<file path="src/design/xaui_deskew_pkg.sv">
package xaui_deskew_pkg;

  // ------------------------------------------------------------------------
  // Lane geometry and skew range
  // ------------------------------------------------------------------------

  // Fixed by XAUI
  localparam int num_lanes = 4;

  // Largest correctable lane skew in cycles
  localparam int max_skew = 7;
  localparam int skew_w   = 3;

  // ------------------------------------------------------------------------
  // Code groups and deskew FSM
  // ------------------------------------------------------------------------

  // K28.3 with the control flag set
  localparam logic [7:0] align_char = 8'h7C;

  // Clause 48 deskew states
  typedef enum logic [2:0] {
    loss_of_alignment = 3'd0,
    align_detect_1    = 3'd1,
    align_detect_2    = 3'd2,
    align_detect_3    = 3'd3,
    align_acquired_1  = 3'd4,
    align_acquired_2  = 3'd5,
    align_acquired_3  = 3'd6,
    align_acquired_4  = 3'd7
  } deskew_state_t;

endpackage

</file>
<file path="src/design/deskew_state.sv">
`timescale 1ns/1ps

module deskew_state (
  input  xaui_deskew_pkg::deskew_state_t current_state,
  input  logic                           got_align,
  input  logic                           align_error,
  output xaui_deskew_pkg::deskew_state_t next_state,
  output logic                           aligned
);

  import xaui_deskew_pkg::*;

  // ------------------------------------------------------------------------
  // Clause 48 transition table
  // ------------------------------------------------------------------------
  always_comb begin
    case (current_state)
      loss_of_alignment: begin
        next_state = got_align ? align_detect_1 : current_state;
      end
      align_detect_1: begin
        next_state = got_align   ? align_detect_2 :
                     align_error ? loss_of_alignment : current_state;
      end
      align_detect_2: begin
        next_state = got_align   ? align_detect_3 :
                     align_error ? loss_of_alignment : current_state;
      end
      align_detect_3: begin
        next_state = got_align   ? align_acquired_1 :
                     align_error ? loss_of_alignment : current_state;
      end
      // Errors step down, good columns step back up
      align_acquired_1: begin
        next_state = align_error ? align_acquired_2 : current_state;
      end
      align_acquired_2: begin
        next_state = align_error ? align_acquired_3 :
                     got_align   ? align_acquired_1 : current_state;
      end
      align_acquired_3: begin
        next_state = align_error ? align_acquired_4 :
                     got_align   ? align_acquired_2 : current_state;
      end
      align_acquired_4: begin
        next_state = align_error ? loss_of_alignment :
                     got_align   ? align_acquired_3 : current_state;
      end
      default: begin
        next_state = loss_of_alignment;
      end
    endcase
  end

  assign aligned = current_state inside {align_acquired_1, align_acquired_2,
                                         align_acquired_3, align_acquired_4};

endmodule

</file>
<file path="src/design/lane_delay.sv">
`timescale 1ns/1ps

module lane_delay (
  input  logic                               clk,
  input  logic                               rst_n,
  input  logic                               load,
  input  logic [xaui_deskew_pkg::skew_w-1:0] delay,
  input  logic [7:0]                         in_data,
  input  logic                               in_is_k,
  input  logic                               in_disp_err,
  output logic [7:0]                         out_data,
  output logic                               out_is_k,
  output logic                               out_disp_err
);

  import xaui_deskew_pkg::*;

  logic [skew_w-1:0] delay_q;
  logic [9:0]        cur_char;
  logic [9:0]        sel_char;
  logic [9:0]        hist [1:max_skew];

  // Character packed as {disp_err, is_k, data}
  assign cur_char = {in_disp_err, in_is_k, in_data};

  // Entry k of the history is the input from k cycles ago
  always_ff @(posedge clk) begin
    hist[1] <= cur_char;
    for (int i = 2; i <= max_skew; i++) begin
      hist[i] <= hist[i-1];
    end
  end

  always_comb begin
    if (delay_q == '0) begin
      sel_char = cur_char;
    end else begin
      sel_char = hist[delay_q];
    end
  end

  // ------------------------------------------------------------------------
  // Delay latch and output stage
  // ------------------------------------------------------------------------
  always_ff @(posedge clk) begin
    if (!rst_n) begin
      delay_q      <= '0;
      out_data     <= '0;
      out_is_k     <= 1'b0;
      out_disp_err <= 1'b0;
    end else begin
      if (load) begin
        delay_q <= delay;
      end
      out_data     <= sel_char[7:0];
      out_is_k     <= sel_char[8];
      out_disp_err <= sel_char[9];
    end
  end

endmodule

</file>
<file path="src/design/skew_measure.sv">
`timescale 1ns/1ps

module skew_measure (
  input  logic                                                           clk,
  input  logic                                                           rst_n,
  input  logic                                                           measure_en,
  input  logic [xaui_deskew_pkg::num_lanes*8-1:0]                        rx_data,
  input  logic [xaui_deskew_pkg::num_lanes-1:0]                          rx_is_k,
  output logic                                                           load,
  output logic [xaui_deskew_pkg::num_lanes*xaui_deskew_pkg::skew_w-1:0]  delays
);

  import xaui_deskew_pkg::*;

  logic [num_lanes-1:0] show_a;
  logic                 win_open;
  logic [skew_w-1:0]    win_cnt;
  logic [skew_w-1:0]    cur_off;
  logic [num_lanes-1:0] seen;
  logic [num_lanes-1:0] seen_next;
  logic [skew_w-1:0]    offs [num_lanes];
  logic [skew_w-1:0]    offs_next [num_lanes];
  logic [skew_w-1:0]    latest;
  logic                 complete;
  logic                 expire;

  // ------------------------------------------------------------------------
  // /A/ detection on the raw lanes
  // ------------------------------------------------------------------------
  always_comb begin
    for (int i = 0; i < num_lanes; i++) begin
      show_a[i] = measure_en && rx_is_k[i] && (rx_data[8*i +: 8] == align_char);
    end
  end

  // Offset of this cycle within the window
  assign cur_off = win_open ? win_cnt : '0;

  always_comb begin
    seen_next = win_open ? (seen | show_a) : show_a;
    for (int i = 0; i < num_lanes; i++) begin
      // First sighting wins
      offs_next[i] = (win_open && seen[i]) ? offs[i] : cur_off;
    end
  end

  assign complete = &seen_next;
  assign expire   = win_open && (win_cnt == skew_w'(max_skew)) && !complete;

  // Latest arrival among all lanes
  always_comb begin
    latest = '0;
    for (int i = 0; i < num_lanes; i++) begin
      if (offs_next[i] > latest) begin
        latest = offs_next[i];
      end
    end
  end

  // ------------------------------------------------------------------------
  // Window control and delay result
  // ------------------------------------------------------------------------
  always_ff @(posedge clk) begin
    if (!rst_n) begin
      win_open <= 1'b0;
      win_cnt  <= '0;
      seen     <= '0;
      load     <= 1'b0;
      delays   <= '0;
    end else begin
      load <= 1'b0;
      if (!measure_en) begin
        win_open <= 1'b0;
        seen     <= '0;
      end else if (complete) begin
        win_open <= 1'b0;
        seen     <= '0;
        load     <= 1'b1;
        for (int i = 0; i < num_lanes; i++) begin
          delays[i*skew_w +: skew_w] <= latest - offs_next[i];
        end
      end else if (expire) begin
        // Spread beyond max_skew abandons the window
        win_open <= 1'b0;
        seen     <= '0;
      end else if (win_open || (|show_a)) begin
        win_open <= 1'b1;
        seen     <= seen_next;
        win_cnt  <= cur_off + 1'b1;
      end
    end
  end

  always_ff @(posedge clk) begin
    for (int i = 0; i < num_lanes; i++) begin
      offs[i] <= offs_next[i];
    end
  end

endmodule

</file>
<file path="src/design/deskew_control.sv">
`timescale 1ns/1ps

module deskew_control (
  input  logic                                    clk,
  input  logic                                    rst_n,
  input  logic [xaui_deskew_pkg::num_lanes*8-1:0] lane_data,
  input  logic [xaui_deskew_pkg::num_lanes-1:0]   lane_is_k,
  input  logic [xaui_deskew_pkg::num_lanes-1:0]   lane_disp_err,
  output logic                                    measure_en,
  output logic                                    aligned
);

  import xaui_deskew_pkg::*;

  logic [num_lanes-1:0] lane_a;
  logic                 got_align;
  logic                 align_error;
  deskew_state_t        state;
  deskew_state_t        state_next;

  // ------------------------------------------------------------------------
  // Column checks on the realigned lanes
  // ------------------------------------------------------------------------
  always_comb begin
    for (int i = 0; i < num_lanes; i++) begin
      lane_a[i] = lane_is_k[i] && (lane_data[8*i +: 8] == align_char);
    end
  end

  assign got_align = &lane_a;

  // Partial /A/ column or any disparity error
  assign align_error = ((|lane_a) && !(&lane_a)) || (|lane_disp_err);

  deskew_state u_deskew_state (
    .current_state (state),
    .got_align     (got_align),
    .align_error   (align_error),
    .next_state    (state_next),
    .aligned       (aligned)
  );

  // ------------------------------------------------------------------------
  // State register
  // ------------------------------------------------------------------------
  always_ff @(posedge clk) begin
    if (!rst_n) begin
      state <= loss_of_alignment;
    end else begin
      state <= state_next;
    end
  end

  // Skew is relearned only with alignment lost
  assign measure_en = (state == loss_of_alignment);

endmodule

</file>
<file path="src/design/xaui_deskew.sv">
`timescale 1ns/1ps

module xaui_deskew (
  input  logic                                    clk,
  input  logic                                    rst_n,
  input  logic [xaui_deskew_pkg::num_lanes*8-1:0] rx_data,
  input  logic [xaui_deskew_pkg::num_lanes-1:0]   rx_is_k,
  input  logic [xaui_deskew_pkg::num_lanes-1:0]   rx_disp_err,
  output logic [xaui_deskew_pkg::num_lanes*8-1:0] out_data,
  output logic [xaui_deskew_pkg::num_lanes-1:0]   out_is_k,
  output logic [xaui_deskew_pkg::num_lanes-1:0]   out_disp_err,
  output logic                                    aligned
);

  import xaui_deskew_pkg::*;

  logic                          load;
  logic [num_lanes*skew_w-1:0]   delays;
  logic                          measure_en;

  // ------------------------------------------------------------------------
  // Per-lane delay lines
  // ------------------------------------------------------------------------
  for (genvar i = 0; i < num_lanes; i++) begin : g_lane
    lane_delay u_lane_delay (
      .clk          (clk),
      .rst_n        (rst_n),
      .load         (load),
      .delay        (delays[i*skew_w +: skew_w]),
      .in_data      (rx_data[8*i +: 8]),
      .in_is_k      (rx_is_k[i]),
      .in_disp_err  (rx_disp_err[i]),
      .out_data     (out_data[8*i +: 8]),
      .out_is_k     (out_is_k[i]),
      .out_disp_err (out_disp_err[i])
    );
  end

  // Skew is measured on the raw lanes
  skew_measure u_skew_measure (
    .clk        (clk),
    .rst_n      (rst_n),
    .measure_en (measure_en),
    .rx_data    (rx_data),
    .rx_is_k    (rx_is_k),
    .load       (load),
    .delays     (delays)
  );

  // Alignment is judged on the realigned lanes
  deskew_control u_deskew_control (
    .clk           (clk),
    .rst_n         (rst_n),
    .lane_data     (out_data),
    .lane_is_k     (out_is_k),
    .lane_disp_err (out_disp_err),
    .measure_en    (measure_en),
    .aligned       (aligned)
  );

endmodule

</file>
<file path="config.mk">
export PLATFORM = sky130hd
export DESIGN_NAME = xaui_deskew
export DESIGN_NICKNAME = d
export VERILOG_FILES = /design/src/design/xaui_deskew_pkg.sv /design/src/design/deskew_state.sv /design/src/design/lane_delay.sv /design/src/design/skew_measure.sv /design/src/design/deskew_control.sv /design/src/design/xaui_deskew.sv
export SDC_FILE = /design/constraint.sdc
export NUM_CORES = 1
export LEC_CHECK = 0
export BUFFER_PORTS_ARGS = -buffer_cell sky130_fd_sc_hd__buf_2
export CAP_MARGIN = 20
export CELL_PAD_IN_SITES_DETAIL_PLACEMENT = 0
export CELL_PAD_IN_SITES_GLOBAL_PLACEMENT = 1
export CORE_ASPECT_RATIO = 1.75
export CORE_MARGIN = 2
export CORE_UTILIZATION = 40
export CTS_CLUSTER_SIZE = 12
export DETAILED_ROUTE_END_ITERATION = 16
export PLACE_DENSITY = 0.69
export SYNTH_ARGS = -nofsm -noshare
export SYNTH_HDL_FRONTEND = slang
export SYNTH_SLANG_ARGS = --single-unit
</file>
<file path="constraint.sdc">
create_clock -name clk -period 15.2 [get_ports clk]
set_input_delay 2.28 -clock clk [delete_from_list [all_inputs] [get_ports clk]]
set_output_delay 2.28 -clock clk [all_outputs]
set_load 0.05 [all_outputs]
</file>
# == Word-level counts from Yosys, hierarchy flattened ==
# Memory sizes are Yosys's and may differ from the RTL's. A register that Yosys moved wholly into a read port is not among the register bits.
# Cells that the tools add are included.
# word_totals
output_inout_bits,41
n_memories,5
ram_bits,292
wordCells,137
regBits,76
romBits,0
input_bits,42
latchBits,0
# classes
n_lt_le_gt_ge,4
multipliers,0
bitwise_logic,5
muxes,36
div_mod_pow,0
eq_ne,21
reduce_logical,39
shifts,0
add_sub_neg,5
# memory_table
name,depth,word_bits,read_ports,rd_ports_with_merged_regs,write_ports,line,rtl
g_lane[0].u_lane_delay.hist,7,10,7,1,7,lane_delay.sv:21,logic [9:0] hist [1:max_skew];
g_lane[1].u_lane_delay.hist,7,10,7,1,7,lane_delay.sv:21,
g_lane[2].u_lane_delay.hist,7,10,7,1,7,lane_delay.sv:21,
g_lane[3].u_lane_delay.hist,7,10,7,1,7,lane_delay.sv:21,
u_skew_measure.offs,4,3,4,0,4,skew_measure.sv:21,logic [skew_w-1:0] offs [num_lanes];
# op_table
op,count
2-to-1 mux 3 bit,29
equality test 8 x 7 -> 1 bit (second input constant),8
2-to-1 mux 10 bit,4
one-hot mux 3 bit (8 select lines),1
logical AND 1 bit,19
OR reduction 4 bit,4
equality test 3 bit (second input constant),5
zero test 3 bit,5
AND reduction 4 bit,3
subtractor 3 bit,4
AND reduction 5 bit,2
> comparator 3 bit,3
!= test 3 bit (second input constant),3
equality test 3 x 2 -> 1 bit (second input constant),2
2-to-1 mux 4 bit,1
NOT 1 bit,4
OR 4 bit,1
nonzero test 4 bit,1
adder 3 x 1 -> 3 bit (second input constant),1
equality test 3 x 1 -> 1 bit (second input constant),1
> comparator 3 x 1 -> 1 bit (second input constant),1
zero test 1 bit,2
logical OR 1 bit,2
!= test 2 x 1 -> 1 bit (second input constant),1
other kinds (3),3

# == Longest topological paths before layout ==
# Gate-level depths: netlist (run 1).
# logic_depth
ltp_word,11
ltp_mapped,25
depth_no_buf,24

# == Modules after synthesis ==
# Synthesis (run 1) repeated with hierarchy kept, for this count alone.
# hier_totals
cells_unflattened,999
area_unflattened_um2,12425.7
# by_module_without_submodules
module,area_each_um2,seq_area_each_um2,n_inst,cells_each
lane_delay,2502.4,1721.7,4,186
skew_measure,2057.0,660.6,1,216
deskew_control,266.5,60.1,1,26
deskew_state,92.6,0.0,1,13

# == Worst setup path before layout (run 1) ==
# OpenSTA, ideal clock, no wires.
# synth_path
path_kind,reg-to-reg
start,reg u_skew_measure.win_open
end,reg u_skew_measure.delays[11] in the netlist's numbering
arrival_time_ns,5.376
n_path_buf,2
synth_period_minus_slack_ns,5.459
setup_slack_ns,9.741
required_time_ns,15.118
setup_time_ns,0.082
path_stages_with_launch,24
cell_sequence,dfxtp_1 -> clkbuf_1 -> clkbuf_1 -> nand2_1 -> ha_1 -> nor2b_1 -> o21ai_0 -> maj3_1 -> mux2_1 -> ha_1 -> nor2b_1 -> o21ai_1 -> a32oi_1 -> mux2_2 -> ha_1 -> nor2b_1 -> o21ai_0 -> a21o_1 -> mux2i_1 -> ha_1 -> inv_1 -> fa_1 -> or3_1 -> o221ai_1
# synth_via
elab_chain_len,11
elab_cells_between_ends,20
cone_classes,add/sub (1); order compare (4); mux (10); reduce/logical (5)
# synth_lines
element,line,rtl
start: declaration,skew_measure.sv:16,logic win_open;
start signal: assignment,skew_measure.sv:65,win_open <= 1'b0;
start signal: assignment,skew_measure.sv:73,win_open <= 1'b0;
start signal: assignment,skew_measure.sv:76,win_open <= 1'b0;
2-to-1 mux 3 bit / logical AND 1 bit (equally long branches),"skew_measure.sv:37, skew_measure.sv:43",
2-to-1 mux 3 bit,skew_measure.sv:43,offs_next[i] = (win_open && seen[i]) ? offs[i] : cur_off;
> comparator 3 x 1 -> 1 bit,skew_measure.sv:54,if (offs_next[i] > latest) begin
2-to-1 mux 3 bit,skew_measure.sv:54,
> comparator 3 bit,skew_measure.sv:54,
2-to-1 mux 3 bit,skew_measure.sv:54,
> comparator 3 bit,skew_measure.sv:54,
2-to-1 mux 3 bit,skew_measure.sv:54,
> comparator 3 bit,skew_measure.sv:54,
2-to-1 mux 3 bit,skew_measure.sv:54,
subtractor 3 bit,skew_measure.sv:80,delays[i*skew_w +: skew_w] <= latest - offs_next[i];
end signal: indexed assignment,skew_measure.sv:80,
end: declaration,skew_measure.sv:10,output logic [xaui_deskew_pkg::num_lanes*xaui_deskew_pkg::skew_w-1:0] delays
# Several ways; a longest one is shown, not always the timed one.
# A chain may end at the register's enable or synchronous reset.

# == Worst setup path in the final report (run 1) ==
# Ends and elaborated chain as after synthesis.

==> run_results.csv, run 1 <==
group,metric,value,unit
setup_path,reg2reg_from,"u_skew_measure.win_open$_SDFFE_PP0N_",
floorplanning,core-area,29400,um2
global_routing,grt_start_max_net_pins,36,
logic_synthesis,synthCells,959,
detailed_routing,wl_per_cell,16.8,um
global_routing,grt-ovfl-total,0,
clocking,clockRootBuffer,"clkbuf_16",
clocking,cts_setup_buffers,0,
setup_path,crit_family,"adder cells",
clocking,clock_sink_count,380,
setup_path,endpoint_kind,"register",
timing,drv_slew,0,
logic_synthesis,postSynthNetCount,1018,
final_layout,area_delta_synth_final,14.5,%
floorplanning,rows,83,
logic_synthesis,synth-edff-count,0,
timing,setup_tns,0,ns
power,leakagePower,5.24,nW
final_layout,diodes,0,
floorplanning,die_y,233,um
global_routing,track_usage,0.157,
logic_synthesis,postSynth.asyncResetShare,0,
timing,worst_pin_slew,0.929,ns
floorplanning,ioPinCount,83,
final_layout,drive_above_1_share,0.185,
placement,place.gp.congestion,0.795,
clocking,cts_resized,0,
detailed_routing,drtAntennaViolNets,0,
setup_path,crit_arrival,6.38,ns
final_layout,fin_util,0.466,
placement,dp_hpwl,15900,um
clocking,htreeDepth,2,
clocking,clkTransAtPathRegs,0.06,ns
setup_path,crit_required,15.62,ns
logic_synthesis,ys_warn_count,0,
power,p_per_area,141,nW/um2
setup_path,worst-path-buf-inv,1,
logic_synthesis,synth.distinct_cells,53,
global_routing,grt_first_pass_wirelength,38900,um
timing,fin_crit_sh,0.392,
timing,slew_headroom,0.375,
detailed_routing,remaining_drc_errors,0,
detailed_routing,dr.pass1.iters,4,
status,status,"finished clean",
detailed_routing,viasPerCell,5.03,
detailed_routing,drt_iter0_drc,358,
logic_synthesis,syn_area_per_cell,12.5,um2
clocking,tritoncts,"yes",
clocking,cts_buffers,37,
clocking,cts_buffer_depth,3,
timing,fmax,0.168,GHz
logic_synthesis,yosysTopAreaCell,"dfxtp_1",
clocking,insertion_delay,0.53,ns
setup_path,cp-start-kind,"register",
power,ir_worst_vdd,0.0945,mV
job,maxCapViolations,0,
placement,port_buffers,82,
setup_path,path_cells,"nand2_1 -> ha_1 -> nor2b_1 -> o21ai_0 -> maj3_1 -> mux2_1 -> ha_1 -> nor2b_1 -> o21ai_1 -> a32oi_1 -> mux2_2 -> ha_1 -> nor2b_1 -> o21ai_0 -> a21o_1 -> mux2i_1 -> ha_1 -> inv_1 -> fa_1 -> or3_1 -> o221ai_1",
min_path,hp-start,"g_lane[3].u_lane_delay.hist[4][5]$_DFF_P_",
setup_path,critPathMaxStageDelay,0.72,ns
logic_synthesis,synth_area,12000,um2
timing,setup_viol,0,
logic_synthesis,synth_flop_cell,"dfxtp_1",
floorplanning,start_util,0.407,
detailed_routing,via_count,7127,
timing,clock_skew,0.0224,ns
setup_path,cp_max_fo,19,
final_layout,nets,1090,
clocking,cts_hold_buf,0,
floorplanning,die_w,135,um
min_path,hold_path.class,"reg2reg",
logic_synthesis,ys_top_cells_by_area,"dfxtp_1, mux4_2, mux2i_1, a211oi_1, nor2_1",
setup_path,worst_path_max_delay_cell,"dfxtp_1",
setup_path,cp_common_cell,"ha_1",
logic_synthesis,synth_top_cell_area_share,0.636,
logic_synthesis,yosysSeqAreaShare,0.636,
global_routing,grt_pass1_vias,7475,
setup_path,crit_type,"reg2reg",
timing,min_period,5.96,ns
timing,hold_viol,0,
setup_path,crit_start,"u_skew_measure.win_open$_SDFFE_PP0N_",
global_routing,antenna_found_initial,1,
logic_synthesis,synth_seq_cells,380,
timing,rsz0062_at_grt,"no",
detailed_routing,wirelength,23800,um
floorplanning,die-area,31300,um2
[registers in the layout, summed over array words and instances (netlist names), named ones only]
name	cells
u_skew_measure.win_cnt	3
u_skew_measure.seen	4
u_deskew_control.state	3
u_skew_measure.offs	12
u_skew_measure.load	1
u_skew_measure.delays	12
g_lane.u_lane_delay.out_is_k	4
g_lane.u_lane_delay.out_data	32
g_lane.u_lane_delay.delay_q	12
g_lane.u_lane_delay.hist	280
u_skew_measure.win_open	1
g_lane.u_lane_delay.out_disp_err	4
[Yosys cell counts (4+ instances only)]
cell and instances:
buf_1 5, mux2i_1 63, clkbuf_1 39, mux4_2 40, buf_4 8, mux2_2 10, inv_1 17, buf_2 4
nand4b_1 9, and2_1 4, ha_1 13, a211oi_1 83, fa_1 4, or4_1 5, a21o_1 4, nand2b_1 6
nor2_1 108, dfxtp_1 380, o21ai_0 4, nand3_1 4, xnor2_1 4, nand2_1 36, or3_1 6, a21oi_1 53
nor4_1 4
[where the power goes]
part	internal [W]	total, W	switching (W)
clock	0.000445	0.000793	0.000348
sequential	0.00104	0.00106	0.0000200
combinational	0.0000262	0.0000699	0.0000437
total	0.00151	0.00193	0.000412
[placed cells by master, fill, tap and decap left out, types with 13 or more instances in the layout]
cell type	netlist	routed
nand2_1	36	36
dfxtp_1	380	380
inv_1	17	16
mux4_2	40	40
a21oi_1	53	53
ha_1	13	13
clkbuf_16	0	38
mux2i_1	63	63
a211oi_1	83	83
buf_2	4	82
nor2_1	108	108
[worst reg2reg max path, stage by stage, from the launching register on]
cell	delay, ns
dfxtp_1	0.72
nand2_1	0.24
ha_1	0.36
nor2b_1	0.13
o21ai_0	0.09
maj3_1	0.39
mux2_1	0.36
ha_1	0.19
nor2b_1	0.10
o21ai_1	0.10
a32oi_1	0.26
mux2_2	0.39
ha_1	0.28
nor2b_1	0.12
o21ai_0	0.25
a21o_1	0.21
mux2i_1	0.45
ha_1	0.23
inv_1	0.05
fa_1	0.40
or3_1	0.37
o221ai_1	0.17
[final cells by class]
class | count | area (um2)
Clock inverter | 1 | 16.3
Fill cell | 2640 | 15700
Multi-Input combinational cell | 502 | 4010
Sequential cell | 380 | 7610
Timing Repair Buffer | 91 | 538
Clock buffer | 42 | 966
Inverter | 19 | 71.3
Tap cell | 382 | 478
[layer usage]
layer,track usage,share of wire
met4,0.0599,0.027
met2,0.286,0.52
met5,0,0
met3,0.0320,0.037
met1,0.178,0.41
[worst paths after layout]
check	to	slack (ns)	cells after the start
worst min-delay path	g_lane[3].u_lane_delay.hist[5][5]$_DFF_P_	0.33	0
worst max-delay path	u_skew_measure.delays[11]$_SDFFE_PN0P_	9.24	21
worst min register to register	g_lane[3].u_lane_delay.hist[5][5]$_DFF_P_	0.33	0
worst max register to register	u_skew_measure.delays[11]$_SDFFE_PN0P_	9.24	21
[through the flow]
| step | cell area, um2 | std cells | hold slack, ns | power [W] | setup WS (ns) |
|---|---|---|---|---|---|
| floorplan | 12000 | 959 | 0.326 | 0.00113 | 9.74 |
| global placement | 12600 | 1371 | 0.330 | 0.00115 | 9.40 |
| detailed placement | 12700 | 1373 | 0.333 | 0.00115 | 9.24 |
| CTS | 13700 | 1416 | 0.333 | 0.00195 | 9.21 |
| global route | 13700 | 1417 | 0.347 | 0.00200 | 8.76 |
| finish | 13700 | 1417 | 0.331 | 0.00193 | 9.24 |
[logic make-up (layout without fill, tap and decap cells)]
| group | after synthesis | after routing | share of synthesized area |
|---|---|---|---|
| simple gates | 199 | 199 | 0.0777 |
| buf+inv | 77 | 153 | 0.0284 |
| compound gates | 164 | 164 | 0.0927 |
| flops | 380 | 380 | 0.636 |
| fa+ha+maj | 18 | 18 | 0.0211 |
| xor+xnor | 7 | 7 | 0.00513 |
| mux | 114 | 114 | 0.138 |
(Power assumes the default switching activity.)
==> run 2, diff against run 1 <==
clock period = 6.25 ns   (was 15.2 ns; I/O delays follow)
==> run 2 against run 1 <==
Net effect:
- combinational power up 140%
- highest routed layer unchanged
- cell count rose by 0.42%
- final area rose by 0.57%
- hold slack better by 0.0097 ns
- largest cell class unchanged
- fmax increased by 2.2%
- sequential share of layout area fell by 0.31 points
- non-clock buffer count rose by 1
- clock-buffer cell count rose by 2
- via count decreased by 0.42%
- routed wire length is 1.1% lower
- largest power group unchanged
- flip-flop and latch count unchanged
==> run_results.csv, run 2 (synthesis gave the netlist of run 1 again) <==
group,metric,value,unit
power,p_per_area,346,nW/um2
final_layout,largest_register_ffs,280,
global_routing,met2_usage,0.284,
timing,rsz0062_at_grt,"no",
final_layout,final_common_cell,"dfxtp_1",
global_routing,grt_first_pass_wirelength,38600,um
power,combPwrFrac,0.036,
detailed_routing,wirelength,23500,um
detailed_routing,drt_iter0_drc,254,
final_layout,seqCellArea,7610,um2
setup_path,r2r_slack,0.42,ns
clocking,insertion_delay,0.52,ns
timing,hold_viol,0,
floorplanning,start_util,0.407,
setup_path,cp-start-kind,"register",
power,p_sw,0.00101,W
detailed_routing,dr.pass1.iters,4,
clocking,cts_resized,0,
clocking,cts_buffer_depth,3,
timing,worst_pin_slew,0.853,ns
final_layout,final_cell_mix,"dfxtp_1, nor2_1, a211oi_1",
min_path,hold_path.class,"reg2reg",
setup_path,crit_required,6.68,ns
clocking,clock_sink_count,380,
detailed_routing,wl_per_cell,16.5,um
global_routing,grt-ovfl-total,0,
setup_path,endpoint_kind,"register",
detailed_routing,remaining_drc_errors,0,
setup_path,path_depth,23,
status,status,"finished clean",
setup_path,critPathMaxStageDelay,0.42,ns
timing,fmax,0.171,GHz
power,ir_worst_vdd,0.224,mV
global_routing,met1_usage,0.177,
power,clkPwrFrac,0.421,
global_routing,antenna_found_initial,0,
floorplanning,rows,83,
setup_path,crit_arrival,6.26,ns
job,maxCapViolations,0,
floorplanning,die_w,135,um
clocking,clockRootBuffer,"clkbuf_16",
clocking,tritoncts,"yes",
clocking,htreeDepth,2,
timing,min_period,5.83,ns
placement,dp_slack,0.341,ns
clocking,cts_buffers,38,
clocking,cts_setup_buffers,0,
placement,dp_hpwl,15900,um
global_routing,grt.busiest_layer,"met2",
power,seqPwrFrac,0.543,
final_layout,multi_input_area,4010,um2
timing,clock_skew,0.0135,ns
setup_path,worst_path_max_delay_cell,"dfxtp_1",
setup_path,crit_start,"u_skew_measure.seen[1]$_SDFFE_PP0N_",
final_layout,max_flop_register,"g_lane.u_lane_delay.hist",
timing,slew_headroom,0.426,
floorplanning,die_y,233,um
final_layout,drive_above_1_share,0.191,
global_routing,grt_util_met3,0.0264,
final_layout,reg_top3,"g_lane.u_lane_delay.hist: 280 flops, g_lane.u_lane_delay.out_data: 32 flops",
final_layout,area_delta_synth_final,15.1,%
setup_path,crit_family,"adder cells",
global_routing,track_usage,0.156,
clocking,clkTransAtPathRegs,0.06,ns
floorplanning,core-area,29400,um2
placement,place.gp.congestion,0.795,
placement,port_buffers,82,
floorplanning,die-area,31300,um2
power,leakagePower,5.27,nW
setup_path,r2r-end,"u_skew_measure.delays[11]$_SDFFE_PN0P_",
timing,drv_slew,0,
setup_path,crit_type,"reg2reg",
final_layout,fillers,2661,
detailed_routing,viasPerCell,4.99,
timing,fin_crit_sh,0.933,
detailed_routing,drtAntennaViolNets,0,
setup_path,worstSetupEndpoint,"u_skew_measure.delays[11]$_SDFFE_PN0P_",
final_layout,nets,1092,
power,power,0.00476,W
timing,fin_ws,0.416,ns
global_routing,grt_pass1_vias,7401,
setup_path,path_cells,"mux2_2 -> nand2_1 -> inv_1 -> ha_1 -> nor2b_1 -> o21ai_0 -> maj3_1 -> mux2_1 -> ha_1 -> nor2b_1 -> o21ai_1 -> a32oi_1 -> mux2_2 -> ha_1 -> nor2b_1 -> o21ai_0 -> a21o_1 -> mux2i_2 -> ha_1 -> inv_1 -> fa_1 -> or3_1 -> o221ai_1",
setup_path,cp_common_cell,"ha_1",
power,internal_power,0.00374,W
power,p_sw_frac,0.213,
setup_path,reg2reg_from,"u_skew_measure.seen[1]$_SDFFE_PP0N_",
clocking,cts_hold_buf,0,
setup_path,cp_max_fo,5,
timing,setup_viol,0,
timing,hold_ws,0.341,ns
detailed_routing,via_count,7097,
floorplanning,ioPinCount,83,
setup_path,worst-path-buf-inv,2,
global_routing,grt_start_max_net_pins,36,
timing,setup_tns,0,ns
setup_path,reg2regPathDepth,23,
-- run 2: worst min-delay path by stage --
stage	to	slack [ns]	cells past startpoint	from
finish	g_lane[0].u_lane_delay.hist[7][0]$_DFF_P_	0.34	0	g_lane[0].u_lane_delay.hist[6][0]$_DFF_P_
global route	g_lane[0].u_lane_delay.hist[5][5]$_DFF_P_	0.35	0	g_lane[0].u_lane_delay.hist[4][5]$_DFF_P_
CTS	g_lane[0].u_lane_delay.hist[5][0]$_DFF_P_	0.34	0	g_lane[0].u_lane_delay.hist[4][0]$_DFF_P_
detailed placement	g_lane[2].u_lane_delay.hist[7][8]$_DFF_P_	0.33	0	g_lane[2].u_lane_delay.hist[6][8]$_DFF_P_
global placement	g_lane[1].u_lane_delay.hist[5][1]$_DFF_P_	0.33	0	g_lane[1].u_lane_delay.hist[4][1]$_DFF_P_
floorplan	g_lane[0].u_lane_delay.hist[7][0]$_DFF_P_	0.33	0	g_lane[0].u_lane_delay.hist[6][0]$_DFF_P_
-- run 2: metal layers --
| metal | wire [um] | share of wire | up-vias |
|---|---|---|---|
| met5 | 0 | 0 | - |
| met4 | 826 | 0.035 | 0 |
| met3 | 775 | 0.033 | 52 |
| met2 | 12300 | 0.52 | 106 |
| met1 | 9640 | 0.41 | 3400 |
| li1 | - | - | 3539 |
-- run 2: area by class of cell --
class | count | area share
clock buffers | 44 | 0.0745
inverters | 19 | 0.00518
flip-flops and latches | 380 | 0.553
multi-input cells | 502 | 0.291
diodes | 1 | 0.000182
repair buffers | 92 | 0.0396
well taps | 382 | 0.0347
clock inverters | 3 | 0.00155
-- run 2: power groups by stage --
stage	sequential (W)	combinational, W	clock, W
after detailed placement	0.00264	0.000172	0
after CTS	0.00258	0.000173	0.00207
final	0.00258	0.000170	0.00200
after global routing	0.00260	0.000184	0.00215
after global placement	0.00263	0.000171	0
after floorplan	0.00266	0.0000857	0
-- run 2: worst reg2reg max path, cell delays in order, from the launching register on --
cell,delay [ns]
dfxtp_1,0.42
mux2_2,0.35
nand2_1,0.11
inv_1,0.08
ha_1,0.30
nor2b_1,0.12
o21ai_0,0.08
maj3_1,0.40
mux2_1,0.35
ha_1,0.18
nor2b_1,0.10
o21ai_1,0.09
a32oi_1,0.23
mux2_2,0.38
ha_1,0.28
nor2b_1,0.13
o21ai_0,0.27
a21o_1,0.23
mux2i_2,0.39
ha_1,0.23
inv_1,0.05
fa_1,0.40
or3_1,0.37
o221ai_1,0.18
-- run 2: through the flow --
step / std cells / util / area, um2
CTS: 1421 / 0.467 / 13700
global placement: 1372 / 0.430 / 12600
global route: 1422 / 0.468 / 13800
finish: 1423 / 0.468 / 13800
floorplan: 959 / - / 12000
detailed placement: 1374 / 0.431 / 12700
==> run 3, diff against run 2 <==
CORE_MARGIN = unset   (was 2)
PLACE_DENSITY = unset   (was 0.69)
PLACE_DENSITY_LB_ADDON = 0.3   (was unset)
==> run 3 against run 2 <==
Net effect:
- core utilization hardly changed
- global-route usage is 0.73 points higher
- critical path depth stayed put
- via count is 0.23% higher
- first-iteration DRC count is 2.0% higher
- clock-buffer cell count is 1 higher
- register-to-register slack worse by 0.02 ns
- clock skew is 0.0030 ns higher
- sequential power hardly changed
- critical path type unchanged
- largest cell class unchanged
- largest power group unchanged
==> run_results.csv, run 3 (synthesis gave the netlist of run 1 again) <==
group,metric,value,unit
detailed_routing,remaining_drc_errors,0,
floorplanning,ioPinCount,83,
status,status,"finished clean",
setup_path,cp_max_fo,5,
timing,slew_headroom,0.433,
floorplanning,die-area,30600,um2
clocking,tritoncts,"yes",
placement,port_buffers,82,
timing,rsz0062_at_grt,"no",
clocking,cts_buffers,38,
detailed_routing,drt_iter0_drc,259,
setup_path,crit_required,6.68,ns
floorplanning,rows,83,
timing,hold_viol,0,
detailed_routing,drtAntennaViolNets,0,
power,ir_worst_vdd,0.213,mV
floorplanning,start_util,0.407,
placement,dpl_cell_area,12700,um2
global_routing,grt_start_max_net_pins,46,
final_layout,nets,1092,
detailed_routing,viasPerCell,5.00,
clocking,htreeDepth,2,
final_layout,diodes,0,
final_layout,fillers,2687,
timing,min_period,5.85,ns
setup_path,crit_type,"reg2reg",
power,p_per_area,347,nW/um2
global_routing,antenna_found_initial,0,
detailed_routing,dr.pass1.iters,4,
global_routing,grt_first_pass_wirelength,39100,um
timing,setup_viol,0,
placement,place.gp.congestion,0.790,
final_layout,final_common_cell,"dfxtp_1",
clocking,clockRootBuffer,"clkbuf_16",
global_routing,grt-ovfl-total,0,
final_layout,area_delta_synth_final,15.0,%
job,maxCapViolations,0,
timing,fmax,0.171,GHz
timing,fin_crit_sh,0.937,
global_routing,grt_pass1_vias,7417,
setup_path,cp-start-kind,"register",
floorplanning,die_y,231,um
clocking,clock_sink_count,380,
placement,dp_hpwl,16000,um
clocking,cts_hold_buf,0,
timing,drv_slew,0,
detailed_routing,via_count,7113,
final_layout,drive_above_1_share,0.192,
clocking,cts_buffer_depth,3,
timing,setup_tns,0,ns
setup_path,crit_arrival,6.29,ns
final_layout,final_cell_mix,"dfxtp_1, nor2_1, a211oi_1",
clocking,clkTransAtPathRegs,0.06,ns
final_layout,largest_register_ffs,280,
setup_path,endpoint_kind,"register",
power,leakagePower,5.28,nW
floorplanning,die_w,133,um
timing,worst_pin_slew,0.843,ns
detailed_routing,wirelength,23600,um
detailed_routing,wl_per_cell,16.6,um
global_routing,track_usage,0.163,
final_layout,max_flop_register,"g_lane.u_lane_delay.hist",
floorplanning,core-area,29400,um2
min_path,hold_path.class,"reg2reg",
timing,clock_skew,0.0165,ns
clocking,insertion_delay,0.52,ns
final_layout,reg_top3,"g_lane.u_lane_delay.hist: 280 flops, g_lane.u_lane_delay.out_data: 32 flops",
final_layout,postLayoutCellArea,13700,um2
[run 3: cell count changes in the layout (fill, tap and decap cells not counted)]
cell        previous run  this run
clkbuf_8               3         4
clkinv_2               1         2
o21ai_0                4         3
buf_4                  7         8
buf_16                 3         2
o21ai_1                3         4
clkinvlp_4             1         0
diode_2                1         0
[run 3: stage by stage]
stage	hold WS (ns)	total power, W	utilization	setup slack, ns	instances
final	0.343	0.00477	0.468	0.395	1423
after global routing	0.351	0.00496	0.468	0.0541	1423
after CTS	0.344	0.00484	0.468	0.225	1423
after detailed placement	0.331	0.00281	0.432	0.280	1375
after global placement	0.331	0.00280	0.430	0.490	1373
after floorplan	0.326	0.00274	-	0.791	959
[run 3: final timing paths]
| path | from | endpoint | slack [ns] | depth (start not counted) |
|---|---|---|---|---|
| setup / recovery | u_skew_measure.seen[1]$_SDFFE_PP0N_ | u_skew_measure.delays[11]$_SDFFE_PN0P_ | 0.40 | 23 |
| hold / removal | g_lane[0].u_lane_delay.hist[4][2]$_DFF_P_ | g_lane[0].u_lane_delay.hist[5][2]$_DFF_P_ | 0.34 | 0 |
| setup reg to reg | u_skew_measure.seen[1]$_SDFFE_PP0N_ | u_skew_measure.delays[11]$_SDFFE_PN0P_ | 0.40 | 23 |
| hold reg to reg | g_lane[0].u_lane_delay.hist[4][2]$_DFF_P_ | g_lane[0].u_lane_delay.hist[5][2]$_DFF_P_ | 0.34 | 0 |
[run 3: layout make-up]
type / instances / area (um2) / share of cell area
clock buffer: 45 / 1040 / 0.0755
clock inverter: 3 / 18.8 / 0.00137
inverter: 19 / 71.3 / 0.00519
multi-input combinational: 502 / 4010 / 0.292
sequential: 380 / 7610 / 0.553
tap: 382 / 478 / 0.0348
timing repair buffer: 92 / 526 / 0.0382
[run 3: critical path: stages (launching register included)]
cell and delay (ns):
dfxtp_1 0.44, mux2_2 0.36, nand2_1 0.11, inv_1 0.09
ha_1 0.30, nor2b_1 0.14, o21ai_0 0.09, maj3_1 0.39
mux2_1 0.36, ha_1 0.19, nor2b_1 0.12, o21ai_1 0.10
a32oi_1 0.26, mux2_2 0.39, ha_1 0.28, nor2b_1 0.13
o21ai_1 0.21, a21o_1 0.20, mux2i_2 0.38, ha_1 0.22
inv_1 0.05, fa_1 0.40, or3_1 0.38, o221ai_1 0.17
[run 3: metal layers]
layer	part of all wire	wire (um)	GRT usage
met5	0	0	0
met4	0.026	620	0.0668
met3	0.032	762	0.0277
met2	0.54	12700	0.303
met1	0.40	9530	0.181
[run 3: what timing repair did]
action,4_1_cts,5_1_grt
resized for setup,0,2
setup endpoints to repair,0,4
buffers inserted,0,0
[run 3: where the power goes]
part	switching (W)	internal (W)	leakage (nW)
Clock	0.000855	0.00116	0.524
Combinational	0.000105	0.0000638	1.58
Sequential	0.0000478	0.00253	3.18
Total	0.00101	0.00376	5.28
